<file path="src/source/cipher_pkg.sv">
// shared widths and the 4-bit substitution table; fixed 64-bit block, toy cipher and not DES
`default_nettype none

package cipher_pkg;

	// block and key width, both 64 bits
	localparam int block_w = 64;

	// each feistel half
	localparam int half_w = 32;

	// rounds in a single E or D pass
	localparam int round_cnt = 8;

	// encrypt-decrypt-encrypt, three passes per block
	localparam int pass_cnt = 3;

	// round counter width
	// must cover round_cnt - 1
	localparam int round_idx_w = 3;

	// 4-bit substitution applied to every nibble of the mixed right half
	// index is the nibble value, entry is its replacement
	localparam logic [3:0] sbox [0:15] = '{
		4'hC,
		4'h5,
		4'h6,
		4'hB,
		4'h9,
		4'h0,
		4'hA,
		4'hD,
		4'h3,
		4'hE,
		4'hF,
		4'h8,
		4'h4,
		4'h7,
		4'h1,
		4'h2
	};

endpackage

`default_nettype wire

</file>
<file path="src/source/ede_sequencer.sv">
// accepts one block at a time; keys and direction are only sampled at the accepting edge
`timescale 1ns/1ps
`default_nettype none

module ede_sequencer
	import cipher_pkg::*;
(
	input  logic                 tb_clk,
	input  logic                 rst_n,
	input  logic                 rcv_data_ready,
	input  logic                 encrypt,
	input  logic [block_w-1:0]   rcv_data,
	input  logic [block_w-1:0]   key_a,
	input  logic [block_w-1:0]   key_b,
	input  logic [block_w-1:0]   key_c,
	input  logic                 holder_full,
	output logic                 load_block,
	output logic [block_w-1:0]   block_in,
	output logic [half_w-1:0]    round_key,
	output logic                 round_en,
	output logic                 last_round,
	output logic                 result_valid,
	output logic                 busy
);

	// control state
	logic                    running;
	logic                    result_q;
	logic                    enc_q;
	logic [pass_cnt-1:0]     pass_oh;
	logic [round_idx_w-1:0]  round_idx;

	// keys captured at acceptance
	logic [block_w-1:0]      key_a_q;
	logic [block_w-1:0]      key_b_q;
	logic [block_w-1:0]      key_c_q;

	// per-pass decode
	logic                    start;
	logic                    pass_dec;
	logic [block_w-1:0]      pass_key;
	logic [round_idx_w-1:0]  key_idx;
	logic [2*block_w-1:0]    key_rot;

	// a request only counts while idle and the holder is empty
	assign busy         = running | result_q | holder_full;
	assign start        = rcv_data_ready & ~busy;
	assign load_block   = start;
	assign block_in     = rcv_data;
	assign round_en     = running;
	assign last_round   = (round_idx == round_idx_w'(round_cnt - 1));
	assign result_valid = result_q;

	// EDE order
	// the middle pass always runs opposite to the outer two
	assign pass_dec = enc_q ? pass_oh[1] : ~pass_oh[1];

	always_comb
	begin
		// middle pass always uses key_b
		if (pass_oh[1])
			pass_key = key_b_q;
		// encrypt starts and decrypt ends on key_a
		else if (pass_oh[0] == enc_q)
			pass_key = key_a_q;
		else
			pass_key = key_c_q;
	end

	// decrypting passes walk the schedule backwards
	assign key_idx = pass_dec ? (round_idx_w'(round_cnt - 1) - round_idx) : round_idx;

	// rotate left by 8*i through a doubled copy
	// upper half is the result
	assign key_rot   = {pass_key, pass_key} << {key_idx, 3'b000};
	assign round_key = key_rot[2*block_w-1 -: half_w];

	// key registers, loaded by an accepted request
	always_ff @(posedge tb_clk)
	begin
		if (start)
		begin
			key_a_q <= key_a;
			key_b_q <= key_b;
			key_c_q <= key_c;
		end
	end

	always_ff @(posedge tb_clk)
	begin
		if (!rst_n)
		begin
			running   <= 1'b0;
			result_q  <= 1'b0;
			enc_q     <= 1'b0;
			pass_oh   <= '0;
			round_idx <= '0;
		end
		else
		begin
			// one-cycle strobe
			result_q <= 1'b0;
			if (start)
			begin
				running   <= 1'b1;
				enc_q     <= encrypt;
				pass_oh   <= pass_cnt'(1);
				round_idx <= '0;
			end
			else if (running)
			begin
				round_idx <= round_idx + 1'b1;
				if (last_round)
				begin
					round_idx <= '0;
					pass_oh   <= pass_oh << 1;
					// third pass done so hand off to the holder
					if (pass_oh[pass_cnt-1])
					begin
						running  <= 1'b0;
						result_q <= 1'b1;
					end
				end
			end
		end
	end

endmodule

`default_nettype wire

</file>
<file path="src/source/feistel_datapath.sv">
// one feistel round per enabled cycle, no initial or final permutation
`timescale 1ns/1ps
`default_nettype none

module feistel_datapath
	import cipher_pkg::*;
(
	input  logic                tb_clk,
	input  logic                rst_n,
	input  logic                load_block,
	input  logic [block_w-1:0]  block_in,
	input  logic                round_en,
	input  logic                last_round,
	input  logic [half_w-1:0]   round_key,
	output logic [block_w-1:0]  block_out
);

	// block halves
	logic [half_w-1:0] left_q;
	logic [half_w-1:0] right_q;

	// round function stages
	logic [half_w-1:0] key_mix;
	logic [half_w-1:0] sub_out;
	logic [half_w-1:0] f_out;

	// next values of both halves
	logic [half_w-1:0] left_nxt;
	logic [half_w-1:0] right_nxt;
	logic [half_w-1:0] mixed_left;

	// nibble substitution over a whole half
	function automatic logic [half_w-1:0] sub_half(input logic [half_w-1:0] x);
		logic [half_w-1:0] s;
		s = '0;
		for (int n = 0; n < half_w / 4; n++)
		begin
			// each nibble looked up independently
			s[4*n +: 4] = sbox[x[4*n +: 4]];
		end
		return s;
	endfunction

	// key mixing
	assign key_mix = right_q ^ round_key;

	// substitution
	assign sub_out = sub_half(key_mix);

	// diffusion
	// rotate left by 11
	assign f_out = {sub_out[half_w-12:0], sub_out[half_w-1:half_w-11]};

	// old left folded with f of old right
	assign mixed_left = left_q ^ f_out;

	always_comb
	begin
		if (last_round)
		begin
			// final round of a pass keeps the halves in place
			left_nxt  = mixed_left;
			right_nxt = right_q;
		end
		else
		begin
			// normal round swaps
			left_nxt  = right_q;
			right_nxt = mixed_left;
		end
	end

	always_ff @(posedge tb_clk)
	begin
		if (!rst_n)
		begin
			left_q  <= '0;
			right_q <= '0;
		end
		else if (load_block)
		begin
			// upper half is left
			left_q  <= block_in[block_w-1:half_w];
			right_q <= block_in[half_w-1:0];
		end
		else if (round_en)
		begin
			left_q  <= left_nxt;
			right_q <= right_nxt;
		end
	end

	// the sequencer samples this one cycle after the last round
	assign block_out = {left_q, right_q};

endmodule

`default_nettype wire

</file>
<file path="src/source/output_holder.sv">
// single-entry output register; contents frozen until handshake_ack while full
`timescale 1ns/1ps
`default_nettype none

module output_holder
	import cipher_pkg::*;
(
	input  logic                tb_clk,
	input  logic                rst_n,
	input  logic                result_valid,
	input  logic [block_w-1:0]  block_out,
	input  logic                handshake_ack,
	output logic [block_w-1:0]  trans_data,
	output logic                trans_data_ready,
	output logic                holder_full
);

	// occupancy
	logic               full_q;

	// held block
	logic [block_w-1:0] data_q;

	// capture only when empty
	// sequencer keeps busy high while full, so this is a guard only
	always_ff @(posedge tb_clk)
	begin
		if (result_valid && !full_q)
			data_q <= block_out;
	end

	always_ff @(posedge tb_clk)
	begin
		if (!rst_n)
			full_q <= 1'b0;
		else if (result_valid)
			full_q <= 1'b1;
		// ack only matters while something is held
		else if (handshake_ack && full_q)
			full_q <= 1'b0;
	end

	// same flag seen by the host and by the sequencer
	assign trans_data       = data_q;
	assign trans_data_ready = full_q;
	assign holder_full      = full_q;

endmodule

`default_nettype wire

</file>
<file path="src/source/encryptor_core.sv">
// top level; fixed 25-cycle latency from acceptance to trans_data_ready, one block in flight
`timescale 1ns/1ps
`default_nettype none

module encryptor_core
	import cipher_pkg::*;
(
	input  logic                tb_clk,
	input  logic                rst_n,
	input  logic                rcv_data_ready,
	input  logic                encrypt,
	input  logic [block_w-1:0]  rcv_data,
	input  logic [block_w-1:0]  key_a,
	input  logic [block_w-1:0]  key_b,
	input  logic [block_w-1:0]  key_c,
	input  logic                handshake_ack,
	output logic [block_w-1:0]  trans_data,
	output logic                trans_data_ready,
	output logic                busy
);

	// sequencer to datapath
	logic                load_block;
	logic [block_w-1:0]  block_in;
	logic [half_w-1:0]   round_key;
	logic                round_en;
	logic                last_round;

	// datapath and sequencer to holder
	logic [block_w-1:0]  block_out;
	logic                result_valid;

	// holder back to sequencer
	logic                holder_full;

	// pass and round control, key schedule
	ede_sequencer u_sequencer (
		.tb_clk         (tb_clk),
		.rst_n          (rst_n),
		.rcv_data_ready (rcv_data_ready),
		.encrypt        (encrypt),
		.rcv_data       (rcv_data),
		.key_a          (key_a),
		.key_b          (key_b),
		.key_c          (key_c),
		.holder_full    (holder_full),
		.load_block     (load_block),
		.block_in       (block_in),
		.round_key      (round_key),
		.round_en       (round_en),
		.last_round     (last_round),
		.result_valid   (result_valid),
		.busy           (busy)
	);

	// round datapath
	feistel_datapath u_datapath (
		.tb_clk     (tb_clk),
		.rst_n      (rst_n),
		.load_block (load_block),
		.block_in   (block_in),
		.round_en   (round_en),
		.last_round (last_round),
		.round_key  (round_key),
		.block_out  (block_out)
	);

	// result register toward the host
	output_holder u_holder (
		.tb_clk           (tb_clk),
		.rst_n            (rst_n),
		.result_valid     (result_valid),
		.block_out        (block_out),
		.handshake_ack    (handshake_ack),
		.trans_data       (trans_data),
		.trans_data_ready (trans_data_ready),
		.holder_full      (holder_full)
	);

endmodule

`default_nettype wire

</file>
<file path="config.mk">
export PLATFORM = sky130hd
export DESIGN_NAME = encryptor_core
export DESIGN_NICKNAME = d
export VERILOG_FILES = /design/src/source/cipher_pkg.sv /design/src/source/ede_sequencer.sv /design/src/source/feistel_datapath.sv /design/src/source/output_holder.sv /design/src/source/encryptor_core.sv
export SDC_FILE = /design/constraint.sdc
export NUM_CORES = 1
export LEC_CHECK = 0
export BUFFER_PORTS_ARGS = -buffer_cell sky130_fd_sc_hd__buf_4
export CAP_MARGIN = 15
export CORE_MARGIN = 2
export CORE_UTILIZATION = 49
export DETAILED_ROUTE_END_ITERATION = 16
export PLACE_DENSITY = 0.72
export SLEW_MARGIN = 20
export SYNTH_ARGS = -nofsm -noshare
export SYNTH_HDL_FRONTEND = slang
export SYNTH_SLANG_ARGS = --single-unit
</file>
<file path="constraint.sdc">
create_clock -name tb_clk -period 17.1 [get_ports tb_clk]
set_input_delay 1.71 -clock tb_clk [delete_from_list [all_inputs] [get_ports tb_clk]]
set_output_delay 1.71 -clock tb_clk [all_outputs]
set_load 0.01 [all_outputs]
</file>
Word-level counts from Yosys, hierarchy flattened
Memory sizes are Yosys's and may differ from the RTL's.
Index checks and enable logic that the tools add are counted.
W data, S select, Z words.
{"block": "op_classes", "n_eq_ne": 3, "bitwise_logic": 18, "shifts": 1, "magnitude_cmp": 8, "n_addsub": 2, "n_mux": 37, "reduce_logical": 11}
{"cell": "$mux W32", "count": 6}
{"cell": "$mux W64", "count": 2}
{"cell": "$shl A128 B6 Y128", "count": 1}
{"cell": "$mux W4", "count": 16}
{"cell": "$xor A32 B32 Y32", "count": 2}
{"cell": "$ge A5 B5 Y1 const B", "count": 8}
{"cell": "$not A4 Y5", "count": 8}
{"cell": "$mux W1", "count": 11}
{"cell": "$mux W3", "count": 2}
{"cell": "$reduce_and A2 Y1", "count": 3}
{"cell": "$reduce_bool A2 Y1", "count": 3}
{"cell": "$not A1 Y1", "count": 5}
{"cell": "$reduce_or A4 Y1", "count": 1}
{"cell": "$add A3 B1 Y3 const B", "count": 1}
{"cell": "$eq A3 B3 Y1 const B", "count": 1}
{"cell": "$sub A3 B3 Y3 const A", "count": 1}
{"cell": "$logic_and A1 B1 Y1", "count": 2}
{"cell": "$ne A2 B2 Y1 const B", "count": 1}
{"cell": "$or A1 B1 Y1", "count": 2}
{"cell": "$reduce_or A2 Y1", "count": 1}
{"cell": "$and A1 B1 Y1", "count": 1}
{"cell": "$eq A1 B1 Y1", "count": 1}
{"cell": "$logic_not A1 Y1", "count": 1}
{"block": "word_totals", "in_bits": 261, "reg_bits": 330, "memories": 8, "output_inout_bits": 66, "mem_bits_ro": 512}
{"memory": "(name not given)", "words": 16, "width": 4, "rd": 1, "rd_clocked_by_memory_dff": 0, "write_ports": 0, "line": "feistel_datapath.sv:39", "rtl": "s[4*n +: 4] = sbox[x[4*n +: 4]];"}
{"memory": "(name not given)", "words": 16, "width": 4, "rd": 1, "rd_clocked_by_memory_dff": 0, "write_ports": 0, "line": "feistel_datapath.sv:39"}
{"memory": "(name not given)", "words": 16, "width": 4, "rd": 1, "rd_clocked_by_memory_dff": 0, "write_ports": 0, "line": "feistel_datapath.sv:39"}
{"memory": "(name not given)", "words": 16, "width": 4, "rd": 1, "rd_clocked_by_memory_dff": 0, "write_ports": 0, "line": "feistel_datapath.sv:39"}
{"memory": "(name not given)", "words": 16, "width": 4, "rd": 1, "rd_clocked_by_memory_dff": 0, "write_ports": 0, "line": "feistel_datapath.sv:39"}
{"memory": "(name not given)", "words": 16, "width": 4, "rd": 1, "rd_clocked_by_memory_dff": 0, "write_ports": 0, "line": "feistel_datapath.sv:39"}
{"memory": "2 more memories"}

Depth between registers and ports, before layout
Gate-level depths: netlist of the first run.
{"block": "logic_depth", "word_depth": 13, "depth_mapped": 17}

Hierarchy
From an unflattened synthesis of the first run, not the netlist that was laid out.
{"block": "unflattened", "hier_cells": 1692, "area_unflattened_um2": 18725.5}
{"module": "ede_sequencer", "area_per_inst_um2": 11803.8, "instances": 1, "cells_per_inst": 1090}
{"module": "feistel_datapath", "area_per_inst_um2": 4942.2, "instances": 1, "cells_per_inst": 533}
{"module": "output_holder", "area_per_inst_um2": 1979.4, "instances": 1, "cells_per_inst": 69}

Least setup slack after synthesis of the first run
OpenSTA, ideal clock, no wires.
{"block": "synth_path", "path_kind": "input to register", "start": "in rcv_data_ready", "end": "reg u_datapath.right_q[11]", "slack_ns": 8.245, "stages": 7, "required_time_ns": 17.014, "t_arrival_ns": 8.769, "setup_time_ns": 0.086, "cell_sequence": "nand2_1 inv_1 clkbuf_1 clkbuf_1 clkbuf_1 a22oi_1 a21oi_1"}
{"block": "synth_via", "elab_chain_len": 3, "word_cells_on_any_way": 5}
{"element": "start: declaration", "line": "encryptor_core.sv:10", "rtl": "input logic rcv_data_ready,"}
{"element": "$and A1 B1 Y1 *", "line": "ede_sequencer.sv:47", "rtl": "assign start = rcv_data_ready & ~busy;"}
{"element": "named net load_block", "line": "encryptor_core.sv:23", "rtl": "logic load_block;"}
{"element": "$ne A2 B2 Y1 (no source line) or $reduce_bool A2 Y1 (tied branches)"}
{"element": "$reduce_and A2 Y1 (no source line)"}
{"element": "end signal: assignment", "line": "feistel_datapath.sv:84", "rtl": "right_q <= block_in[half_w-1:0];"}
{"element": "end signal: assignment", "line": "feistel_datapath.sv:89", "rtl": "right_q <= right_nxt;"}
{"element": "end: declaration", "line": "feistel_datapath.sv:20", "rtl": "logic [half_w-1:0] right_q;"}
The timed path passes the listed nets; every way through them passes the cells marked *.
A chain may end at the register's enable or synchronous reset.

Worst setup path after layout of the first run
{"block": "layout_path", "start": "reg u_sequencer.pass_oh[1]", "end": "reg u_datapath.left_q[22]"}
{"block": "layout_via", "elab_chain_len": 13, "word_cells_on_any_way": 14}
{"element": "start: declaration", "line": "ede_sequencer.sv:30", "rtl": "logic [pass_cnt-1:0] pass_oh;"}
{"element": "start signal: assignment", "line": "ede_sequencer.sv:107", "rtl": "pass_oh <= pass_cnt'(1);"}
{"element": "start signal: assignment", "line": "ede_sequencer.sv:116", "rtl": "pass_oh <= pass_oh << 1;"}
{"element": "$not A1 Y1", "line": "ede_sequencer.sv:56", "rtl": "assign pass_dec = enc_q ? pass_oh[1] : ~pass_oh[1];"}
{"element": "$mux W1", "line": "ede_sequencer.sv:56"}
{"element": "$mux W3", "line": "ede_sequencer.sv:71", "rtl": "assign key_idx = pass_dec ? (round_idx_w'(round_cnt - 1) - round_idx) : round_idx;"}
{"element": "$shl A128 B6 Y128 *", "line": "ede_sequencer.sv:75", "rtl": "assign key_rot = {pass_key, pass_key} << {key_idx, 3'b000};"}
{"element": "$xor A32 B32 Y32 *", "line": "feistel_datapath.sv:45", "rtl": "assign key_mix = right_q ^ round_key;"}
{"element": "$not A4 Y5 (not written as such) *", "line": "feistel_datapath.sv:39"}
{"element": "$mem_v2 Z16 W4 *"}
{"element": "$mux W4 (not written as such) * (2 in a row)", "line": "feistel_datapath.sv:39"}
{"element": "$xor A32 B32 Y32 *", "line": "feistel_datapath.sv:55", "rtl": "assign mixed_left = left_q ^ f_out;"}
{"element": "$mux W32 *", "line": "feistel_datapath.sv:59", "rtl": "if (last_round)"}
{"element": "$mux W32 *", "line": "feistel_datapath.sv:86", "rtl": "else if (round_en)"}
{"element": "$mux W32 *", "line": "feistel_datapath.sv:80", "rtl": "else if (load_block)"}
{"element": "end signal: assignment", "line": "feistel_datapath.sv:83", "rtl": "left_q <= block_in[block_w-1:half_w];"}
{"element": "end signal: assignment", "line": "feistel_datapath.sv:88", "rtl": "left_q <= left_nxt;"}
{"element": "end: declaration", "line": "feistel_datapath.sv:19", "rtl": "logic [half_w-1:0] left_q;"}
Every way passes the cells marked *; elsewhere a longest branch is shown, timed or not. The select of a mux whose other input is x is not followed.

==> metrics.md, run 1 <==
| Metric | Value |
|---|---|
| Total gr overflow | `0` |
| Commonest non-fill, non-tap cell in the layout | `buf_4` |
| Minimum clock period | `4920 ps` |
| Clk slew on worst S/H paths | `60 ps` |
| FP Rows | `70` |
| Post-synth top area share | `0.428` |
| Critical path class | `reg2reg` |
| Max stage delay on crit path | `810 ps` |
| CP max FO | `63` |
| Int Pwr | `1710 uW` |
| Mean Syn Cell Area | `10.8 sq um` |
| CTS resizes | `0` |
| Yosys reg bits | `330` |
| Initial Util | `0.494` |
| Net Sw Frac | `0.339` |
| Layout net count | `2,252` |
| Relative slew slack | `0.238` |
| Ys async rst share | `0` |
| Max-cap violations | `0` |
| Hold WS | `452 ps` |
| Sequential power share | `0.386` |
| Core area | `36,300 sq um` |
| Port Buffers | `326` |
| First-pass GRT wire length | `82.0 mm` |
| Clk buf depth | `3` |
| Library cells used by synthesis | `58` |
| Die height | `196 um` |
| Clk_skew | `16.0 ps` |
| Iter 0 DRT Violations | `1,990` |
| Area growth syn-to-layout | `21.7%` |
| Worst-path cell chain | `xor2_4, mux2i_4, buf_4, o211ai_1, o2111ai_1, mux2i_1, xnor2_1, mux2_2, o22ai_1, o21ai_0, a211oi_1` |
| Hold path depth | `0` |
| Net Switching | `874 uW` |
| Diode count | `0` |
| Final Hold Viols | `0` |
| H-tree Lvls | `2` |
| DRC | `0` |
| Least-Margin Pin Slew | `1140 ps` |
| Cell Area, Synth | `18,000 sq um` |
| Biggest area consumer among synthesized cells | `edfxtp_1` |
| Antenna Nets Post-Route | `0` |
| Worst skew pair latency | `530 ps` |
| Startpoint Class | `flop` |
| Comb pwr share | `0.316` |
| Clk pwr share | `0.298` |
| CTS Hold Bufs | `0` |
| Slew Limit Fails | `0` |
| Vias in the first global route | `14,100` |
| Final setup violation count | `0` |
| I/O Pins | `327` |
| Total number of vias | `14,900` |
| Yosys Warn Count | `0` |
| Power Density | `118 nW/um^2` |
| Worst Min Path Start | `u_datapath.left_q[17]` |
| Maximum VDD drop | `0.0621 mV` |
| CTS root buf | `clkbuf_16` |
| Top Family by Delay on Critical Path | `XOR/XNOR gates` |
| Total Routing Usage GR | `0.278` |
| RR Endpoint | `u_datapath.left_q[22]` |
| Most frequent cells in the layout | `buf_4 (344), nand3_1 (271), edfxtp_1 (256), mux2i_1 (127), nand2_1 (118)` |
| DIE AREA | `38,200 sq um` |
| Outcome | `completed` |
| Number of fill cells | `2,979` |
| Net count after synthesis | `1,970` |
| Detailed-route wire length per cell | `22.2 um` |
| Share of cells above drive strength 1 | `0.226` |
| Post-synth EDFFs | `256` |
| Die width | `196 um` |
| Slowest-stage cell, CP | `xnor2_1` |
| Worst path arrival time | `5370 ps` |
| Sequential area share after synthesis | `0.510` |
| HP Class | `reg2reg` |
| Via-per-instance ratio | `6.12` |
| Initial antenna violation count | `0` |
| Number of buffers created by CTS | `36` |
| Post-CTS Setup Inserts | `0` |
| HPWL Detailed | `38.8 mm` |
| TritonCTS clock tree | `done` |
| RSZ-0062 raised after global routing | `false` |
| Start of the worst register-to-register path | `u_sequencer.pass_oh[1]` |
| Total clock sinks | `330` |
| R2R setup slack | `12,180 ps` |
| Critical Path End Type | `flop` |
| Syn Inst Count | `1,668` |
| Final period util | `0.288` |
| GPL Wtd Cong | `0.925` |
| DRT Pass-1 Iters | `6` |
| Drt total wl | `54.1 mm` |
| Ranking of synthesized cells by area | `edfxtp_1 (43%), dfxtp_1 (8.2%), nand3_1 (7.5%)` |
| FF-to-FF path depth | `11` |
| Fmax | `203 MHz` |
| Worst endpoint required time | `17,550 ps` |
| Primary FF master, synth | `edfxtp_1` |
| CP Buf/Inv Count | `1` |
| Fin Setup TNS | `0 ps` |
| Leak Pwr | `0.00861 uW` |
| Pin count of the biggest net entering global routing | `119` |
| Hold Path Sink | `u_holder.trans_data[49]` |
## power groups by stage
stage          logic (uW)  clock network (uW)  registers, uW
2_1_floorplan         579                   0            988
3_3_place_gp          776                   0           1010
3_5_place_dp          797                   0           1010
4_1_cts               802                 777            994
5_1_grt               884                 808           1000
6_report              815                 770            995
## logic make-up (layout without fill, tap and decap cells)
logic type | count (synthesis) | after routing | share of synthesized area
simple gates | 694 | 694 | 0.199
flops | 330 | 330 | 0.510
compound gates | 261 | 261 | 0.109
mux | 154 | 154 | 0.0878
buf+inv | 137 | 443 | 0.0359
xor+xnor | 51 | 51 | 0.0295
fa+ha+maj | 41 | 41 | 0.0285
## metal layers
layer,part of all wire,track usage,up-vias,routed length [um]
met5,0,0,-,0
met4,0.039,0.105,0,2100
met3,0.092,0.0532,120,4970
met2,0.46,0.449,840,25000
met1,0.41,0.374,7087,22100
li1,-,-,6902,-
## layout make-up
cell class                      instances  area [sq um]  share of cell area
Multi-Input combinational cell       1201          8220               0.376
Inverter                               37           146             0.00670
Clock buffer                           41           941              0.0430
Timing Repair Buffer                  344          2580               0.118
Sequential cell                       330          9170               0.420
Tap cell                              468           586              0.0268
Clock inverter                         21           209             0.00956
## synth_stat cells (7+ instances only)
master and number:
a22oi_1 29, nor4_1 8, nor2b_1 112, ha_1 41, inv_1 32, o21a_1 7
buf_2 25, and2_1 8, nand4_1 43, and3_1 20, dfxtp_1 74, nand3b_1 10
nor2_1 50, a21oi_1 18, a211o_1 14, o2111ai_1 36, nand3_1 271, nand2b_1 11
clkbuf_1 52, xnor2_1 14, mux2i_1 129, nand2_1 118, or3_1 13, edfxtp_1 256
buf_6 9, nor3_1 22, a211oi_1 25, a221o_1 9, o211ai_1 11, o221ai_1 36
o22ai_1 10, buf_4 8, xor2_1 29, mux2_2 23, o21ai_0 39
## how the worst max path moves through the flow
stage	start	endpoint	depth (start not counted)
finish	u_sequencer.pass_oh[1]	u_datapath.left_q[22]	11
global route	u_sequencer.pass_oh[1]	u_datapath.left_q[22]	12
CTS	u_sequencer.enc_q	u_datapath.right_q[3]	13
detailed placement	u_sequencer.enc_q	u_datapath.right_q[3]	13
global placement	rcv_data_ready	u_sequencer.key_b_q[40]	6
floorplan	rcv_data_ready	u_datapath.right_q[11]	7
## state kept, by name, indices dropped and copies added (netlist names), 3 cells and up
| register | flops |
|---|---|
| u_sequencer.key_b_q | 64 |
| u_sequencer.pass_oh | 3 |
| u_sequencer.round_idx | 3 |
| u_datapath.right_q | 32 |
| u_sequencer.key_c_q | 64 |
| u_holder.trans_data | 64 |
| u_sequencer.key_a_q | 64 |
| u_datapath.left_q | 32 |
## stage by stage
step	power, uW	utilization	setup WS, ps	instance area [sq um]	instances
detailed placement	1810	0.570	12250	20700	2380
finish	2580	0.601	12180	21900	2442
global placement	1790	0.570	12360	20700	2380
CTS	2570	0.601	12260	21900	2442
floorplan	1570	-	8240	18000	1668
global route	2690	0.601	11850	21900	2442
Power figures use the tool's default switching activity.
==> run 2: changes to the inputs <==
clock period = 4.6 ns   (was 17.1 ns; I/O delays follow)
==> metrics.md, run 2 (synthesis results as in run 1) <==
| Metric | Value |
|---|---|
| Slew Limit Fails | `0 (unchanged)` |
| Number of buffers created by CTS | `37 (+2.8%)` |
| Port Buffers | `326 (unchanged)` |
| TritonCTS clock tree | `done` |
| Final Hold Viols | `0 (unchanged)` |
| Commonest non-fill, non-tap cell in the layout | `buf_4` |
| Fmax | `234 MHz (+15%)` |
| Minimum clock period | `4270 ps (-656 ps)` |
| HPWL Detailed | `38.6 mm (-0.69%)` |
| Core area | `36,300 sq um (unchanged)` |
| Clk buf depth | `3 (unchanged)` |
| DRT Pass-1 Iters | `9 (+3)` |
| Power, Total | `9780 uW (+280%)` |
| Met2 Use GR | `0.449 (about the same)` |
| HP Class | `in2reg` |
| Initial antenna violation count | `1 (+1)` |
| Worst skew pair latency | `530 ps (about the same)` |
| Number of fill cells | `2,915 (-2.1%)` |
| CP max FO | `35 (-44%)` |
| Total Routing Usage GR | `0.272 (-0.00591)` |
| Placed cell area | `20,900 sq um (+1.0%)` |
| FF-to-FF path depth | `12 (+1)` |
| Worst endpoint required time | `5050 ps (-12,500 ps)` |
| Leak Pwr | `0.00877 uW (+2.0%)` |
| DRC | `0 (unchanged)` |
| Area growth syn-to-layout | `23.4%` |
| Met1 global-route usage | `0.359 (-0.0143)` |
| Clk slew on worst S/H paths | `60 ps (about the same)` |
| Least-Margin Pin Slew | `1060 ps (-77.1 ps)` |
| RR Endpoint | `u_datapath.left_q[18]` |
| Total clock sinks | `330 (unchanged)` |
| Drt total wl | `52.9 mm (-2.4%)` |
| Share of cells above drive strength 1 | `0.236 (+0.00941)` |
| Antenna Nets Post-Route | `0 (unchanged)` |
| Via-per-instance ratio | `6.02 (-1.7%)` |
| Vias in the first global route | `14,200 (+0.31%)` |
| Total gr overflow | `0 (unchanged)` |
| CTS root buf | `clkbuf_16` |
| Final instance area | `22,200 sq um (+1.4%)` |
| Detailed-route wire length per cell | `21.4 um (-3.3%)` |
| Placed cell count | `2,397 (+0.71%)` |
| Initial Util | `0.494 (unchanged)` |
| Post-CTS Setup Inserts | `0 (unchanged)` |
| Layout net count | `2,271 (+0.84%)` |
| Post-Layout Cell Count | `2,466 (+0.98%)` |
| Die height | `196 um (unchanged)` |
| Gr busiest metal | `met2` |
| Worst setup margin | `331 ps (-11,840 ps)` |
| CTS Hold Bufs | `0 (unchanged)` |
| CTS resizes | `0 (unchanged)` |
| Clk_skew | `22.4 ps (+6.48 ps)` |
| Crit path capture | `u_datapath.left_q[18]` |
| GPL Wtd Cong | `0.910 (-1.6%)` |
| Critical Path End Type | `flop` |
| First-pass GRT wire length | `80.5 mm (-1.9%)` |
| Final setup violation count | `0 (unchanged)` |
| Startpoint Class | `flop` |
| Final period util | `0.928 (+0.640)` |
| H-tree Lvls | `2 (unchanged)` |
| RSZ-0062 raised after global routing | `false` |
| R2R setup slack | `330 ps (-11,840 ps)` |
| Start of the worst register-to-register path | `u_sequencer.enc_q` |
| Fin Setup TNS | `0 ps (unchanged)` |
| Critical path origin | `u_sequencer.enc_q` |
| Power Density | `441 nW/um^2 (+270%)` |
| Total number of vias | `14,800 (-0.73%)` |
| Global-route track usage on met3 | `0.0430 (-0.0102)` |
| FP Rows | `70 (unchanged)` |
| Iter 0 DRT Violations | `1,660 (-17%)` |
| Pin count of the biggest net entering global routing | `138 (+16%)` |
| Critical path class | `reg2reg` |
| DP Worst Slack | `346 ps (-11,910 ps)` |
| Outcome | `completed` |
| Worst path arrival time | `4720 ps (-650 ps)` |
| Most frequent cells in the layout | `buf_4 (354), nand3_1 (271), edfxtp_1 (256), mux2i_1 (127), nand2_1 (118)` |
| Die width | `196 um (unchanged)` |
| Relative slew slack | `0.289 (+0.0515)` |
| Max-cap violations | `0 (unchanged)` |
| I/O Pins | `327 (unchanged)` |
| DIE AREA | `38,200 sq um (unchanged)` |
| Maximum VDD drop | `0.241 mV (+290%)` |
## run 2: area by class of cell
| class | count | area, sq um | share of cell area |
|---|---|---|---|
| clock buffers | 46 | 1000 | 0.0452 |
| flip-flops and latches | 330 | 9170 | 0.414 |
| clock inverters | 21 | 218 | 0.00982 |
| inverters | 37 | 146 | 0.00660 |
| repair buffers | 362 | 2830 | 0.127 |
| multi-input cells | 1201 | 8220 | 0.371 |
| well taps | 468 | 586 | 0.0264 |
| diodes | 1 | 2.50 | 0.000113 |
## run 2: routing by layer
layer,part of all wire,wire length (um)
met5,0,0
met4,0.044,2310
met3,0.083,4390
met2,0.47,24600
met1,0.41,21500
## run 2: stage by stage
step,utilization,hold WS [ps]
floorplan,-,421
global placement,0.576,439
detailed placement,0.576,439
CTS,0.609,85.9
global route,0.610,96.1
finish,0.610,106
## run 2: worst min path at each step
| stage | startpoint | to | slack (ps) | cells past startpoint |
|---|---|---|---|---|
| 6_report | key_b[35] | u_sequencer.key_b_q[35] | 110 | 1 |
| 5_1_grt | key_b[35] | u_sequencer.key_b_q[35] | 100 | 1 |
| 2_1_floorplan | u_datapath.left_q[1] | u_holder.trans_data[33] | 420 | 0 |
| 3_3_place_gp | u_datapath.left_q[1] | u_holder.trans_data[33] | 440 | 0 |
| 3_5_place_dp | u_datapath.left_q[25] | u_holder.trans_data[57] | 440 | 0 |
| 4_1_cts | key_a[2] | u_sequencer.key_a_q[2] | 90 | 1 |
## run 2: report_power, final
group	switching (uW)	internal, uW
combinational	1850	1240
sequential	232	3470
clock	1210	1780
total	3290	6490
## run 2: worst max-delay path, cell delays in order, from the launching register on
cell and delay, ps:
dfxtp_1 400, xnor2_4 460, buf_12 310, mux2i_1 110, o21ai_0 520, o2111ai_1 190
mux2i_1 420, xor2_1 440, ha_1 370, mux2_2 280, o22ai_1 260, o21ai_0 130
a211oi_1 250
==> run 3: changes to the inputs <==
PLACE_DENSITY = 0.74   (was 0.72)
clock period = 3.7 ns   (was 4.6 ns; I/O delays follow)
==> metrics.md, run 3 (synthesis results as in run 1) <==
| Metric | Value |
|---|---|
| Critical path class | `reg2reg` |
| Total number of vias | `16,100 (+8.6%)` |
| CTS root buf | `clkbuf_16` |
| Final Hold Viols | `0 (unchanged)` |
| Worst path arrival time | `3990 ps (-730 ps)` |
| Maximum VDD drop | `0.371 mV (+54%)` |
| Relative slew slack | `0.486 (+0.196)` |
| DRT Pass-1 Iters | `6 (-3)` |
| Initial antenna violation count | `0 (-1)` |
| Detailed-route wire length per cell | `21.9 um (+2.4%)` |
| DRC | `0 (unchanged)` |
| Commonest non-fill, non-tap cell in the layout | `buf_4` |
| Die width | `196 um (unchanged)` |
| Power Density | `517 nW/um^2 (+17%)` |
| Share of cells above drive strength 1 | `0.251 (+0.0156)` |
| Leak Pwr | `0.00974 uW (+11%)` |
| Port Buffers | `326 (unchanged)` |
| FP Rows | `70 (unchanged)` |
| HPWL Detailed | `39.4 mm (+2.1%)` |
| Total Routing Usage GR | `0.303 (+0.0308)` |
| TritonCTS clock tree | `done` |
| Pin count of the biggest net entering global routing | `129 (-6.5%)` |
| Fin Setup TNS | `0 ps (unchanged)` |
| Critical Path End Type | `flop` |
| Drt total wl | `59.1 mm (+12%)` |
| Core Util, Final | `0.675 (+0.0646)` |
| Most frequent cells in the layout | `buf_4 (411), nand3_1 (271), edfxtp_1 (256), dlygate4sd3_1 (166), nand2_1 (118)` |
| Least-Margin Pin Slew | `772 ps (-292 ps)` |
| Vias in the first global route | `15,700 (+11%)` |
| GPL Wtd Cong | `0.923 (+1.5%)` |
| Number of fill cells | `2,659 (-8.8%)` |
| Area growth syn-to-layout | `36.4%` |
| Worst endpoint required time | `4110 ps (-940 ps)` |
| Die height | `196 um (unchanged)` |
| Clk_skew | `23.2 ps (+0.743 ps)` |
| Antenna Nets Post-Route | `0 (unchanged)` |
| Core area | `36,300 sq um (unchanged)` |
| Diode count | `0 (-1)` |
| Via-per-instance ratio | `5.99 (-0.48%)` |
| Clk buf depth | `3 (unchanged)` |
| H-tree Lvls | `2 (unchanged)` |
| Outcome | `completed` |
| Slew Limit Fails | `0 (unchanged)` |
| DIE AREA | `38,200 sq um (unchanged)` |
| CP max FO | `27 (-23%)` |
| Final setup violation count | `0 (unchanged)` |
| Startpoint Class | `flop` |
| Fmax | `280 MHz (+19%)` |
| Worst skew pair latency | `550 ps (+20 ps)` |
| HP Class | `in2reg` |
| Total clock sinks | `330 (unchanged)` |
| Minimum clock period | `3580 ps (-692 ps)` |
| Initial Util | `0.494 (unchanged)` |
| Multi-input logic area | `8410 sq um (+2.3%)` |
| First-pass GRT wire length | `89.5 mm (+11%)` |
| Sequential cell area | `9170 sq um (about the same)` |
| Number of buffers created by CTS | `36 (-2.7%)` |
| Total gr overflow | `0 (unchanged)` |
| Layout net count | `2,500 (+10%)` |
| Iter 0 DRT Violations | `1,598 (-3.7%)` |
| DP Worst Slack | `-127 ps (-473 ps)` |
| I/O Pins | `327 (unchanged)` |
| Clk slew on worst S/H paths | `60 ps (about the same)` |
| Final period util | `0.967 (+0.0388)` |
| Worst setup margin | `123 ps (-208 ps)` |
| Max-cap violations | `0 (unchanged)` |
==> run 3: changes by cell type in the layout (fill, tap and decap cells not counted), moves of 4 or more <==
| cell | delta |
|---|---|
| xor2_2 | +4 |
| xnor2_2 | +4 |
| xor2_1 | -5 |
| xnor2_1 | -4 |
| mux2i_1 | -18 |
| buf_4 | +57 |
| dlygate4sd3_1 | +166 |
| mux2i_2 | +15 |
| buf_12 | +5 |
==> run 3: final cells by class <==
cell class                      count  area share
Timing Repair Buffer              592       0.206
Tap cell                          468      0.0239
Clock buffer                       48      0.0399
Inverter                           37     0.00597
Clock inverter                     15     0.00709
Sequential cell                   330       0.374
Multi-Input combinational cell   1201       0.343
==> run 3: what timing repair did <==
item | CTS | global route
pin swaps | 0 | 1
endpoints found under the setup margin | 7 | 36
hold buffers | 166 | 0
gates cloned | 0 | 1
hold endpoints to repair | 166 | 0
gates resized for setup | 8 | 33
setup buffers | 0 | 2
==> run 3: worst paths after layout <==
kind / cells after the start / start / to / slack [ps]
hold reg to reg: 0 / u_datapath.left_q[17] / u_holder.trans_data[49] / 460
setup / recovery: 13 / u_sequencer.pass_oh[0] / u_datapath.right_q[1] / 120
setup reg to reg: 13 / u_sequencer.pass_oh[0] / u_datapath.right_q[1] / 120
hold / removal: 1 / key_b[41] / u_sequencer.key_b_q[41] / 20
==> run 3: per-stage QoR <==
stage	power, uW	instance area, sq um	hold WS (ps)	std cells
detailed placement	8800	21500	442	2459
CTS	12600	24300	0.457	2688
global placement	8690	21500	439	2459
finish	12700	24500	15.4	2691
global route	13200	24500	4.79	2691
floorplan	7210	18000	421	1668
==> run 3: layer usage <==
layer,global-route usage,share of wire
met5,0,0
met4,0.142,0.045
met3,0.0416,0.076
met2,0.509,0.48
met1,0.390,0.40
==> run 3: report_power, final <==
group | total, uW | internal [uW] | switching (uW) | leakage (uW)
Sequential | 4610 | 4320 | 289 | 0.00304
Clock | 3610 | 2130 | 1470 | 0.000555
Combinational | 4470 | 1990 | 2480 | 0.00615
==> run 3: worst max-delay path, cell delays in order (launching register included) <==
cell       delay [ps]
dfxtp_1           460
xnor2_4           180
buf_12            260
buf_4             190
mux2i_1           140
o21ai_1           250
o2111ai_1         140
mux2i_1           410
xor2_2            400
nor3_1            100
o21ai_0           460
buf_4             220
a211o_1           120
o211ai_1           80
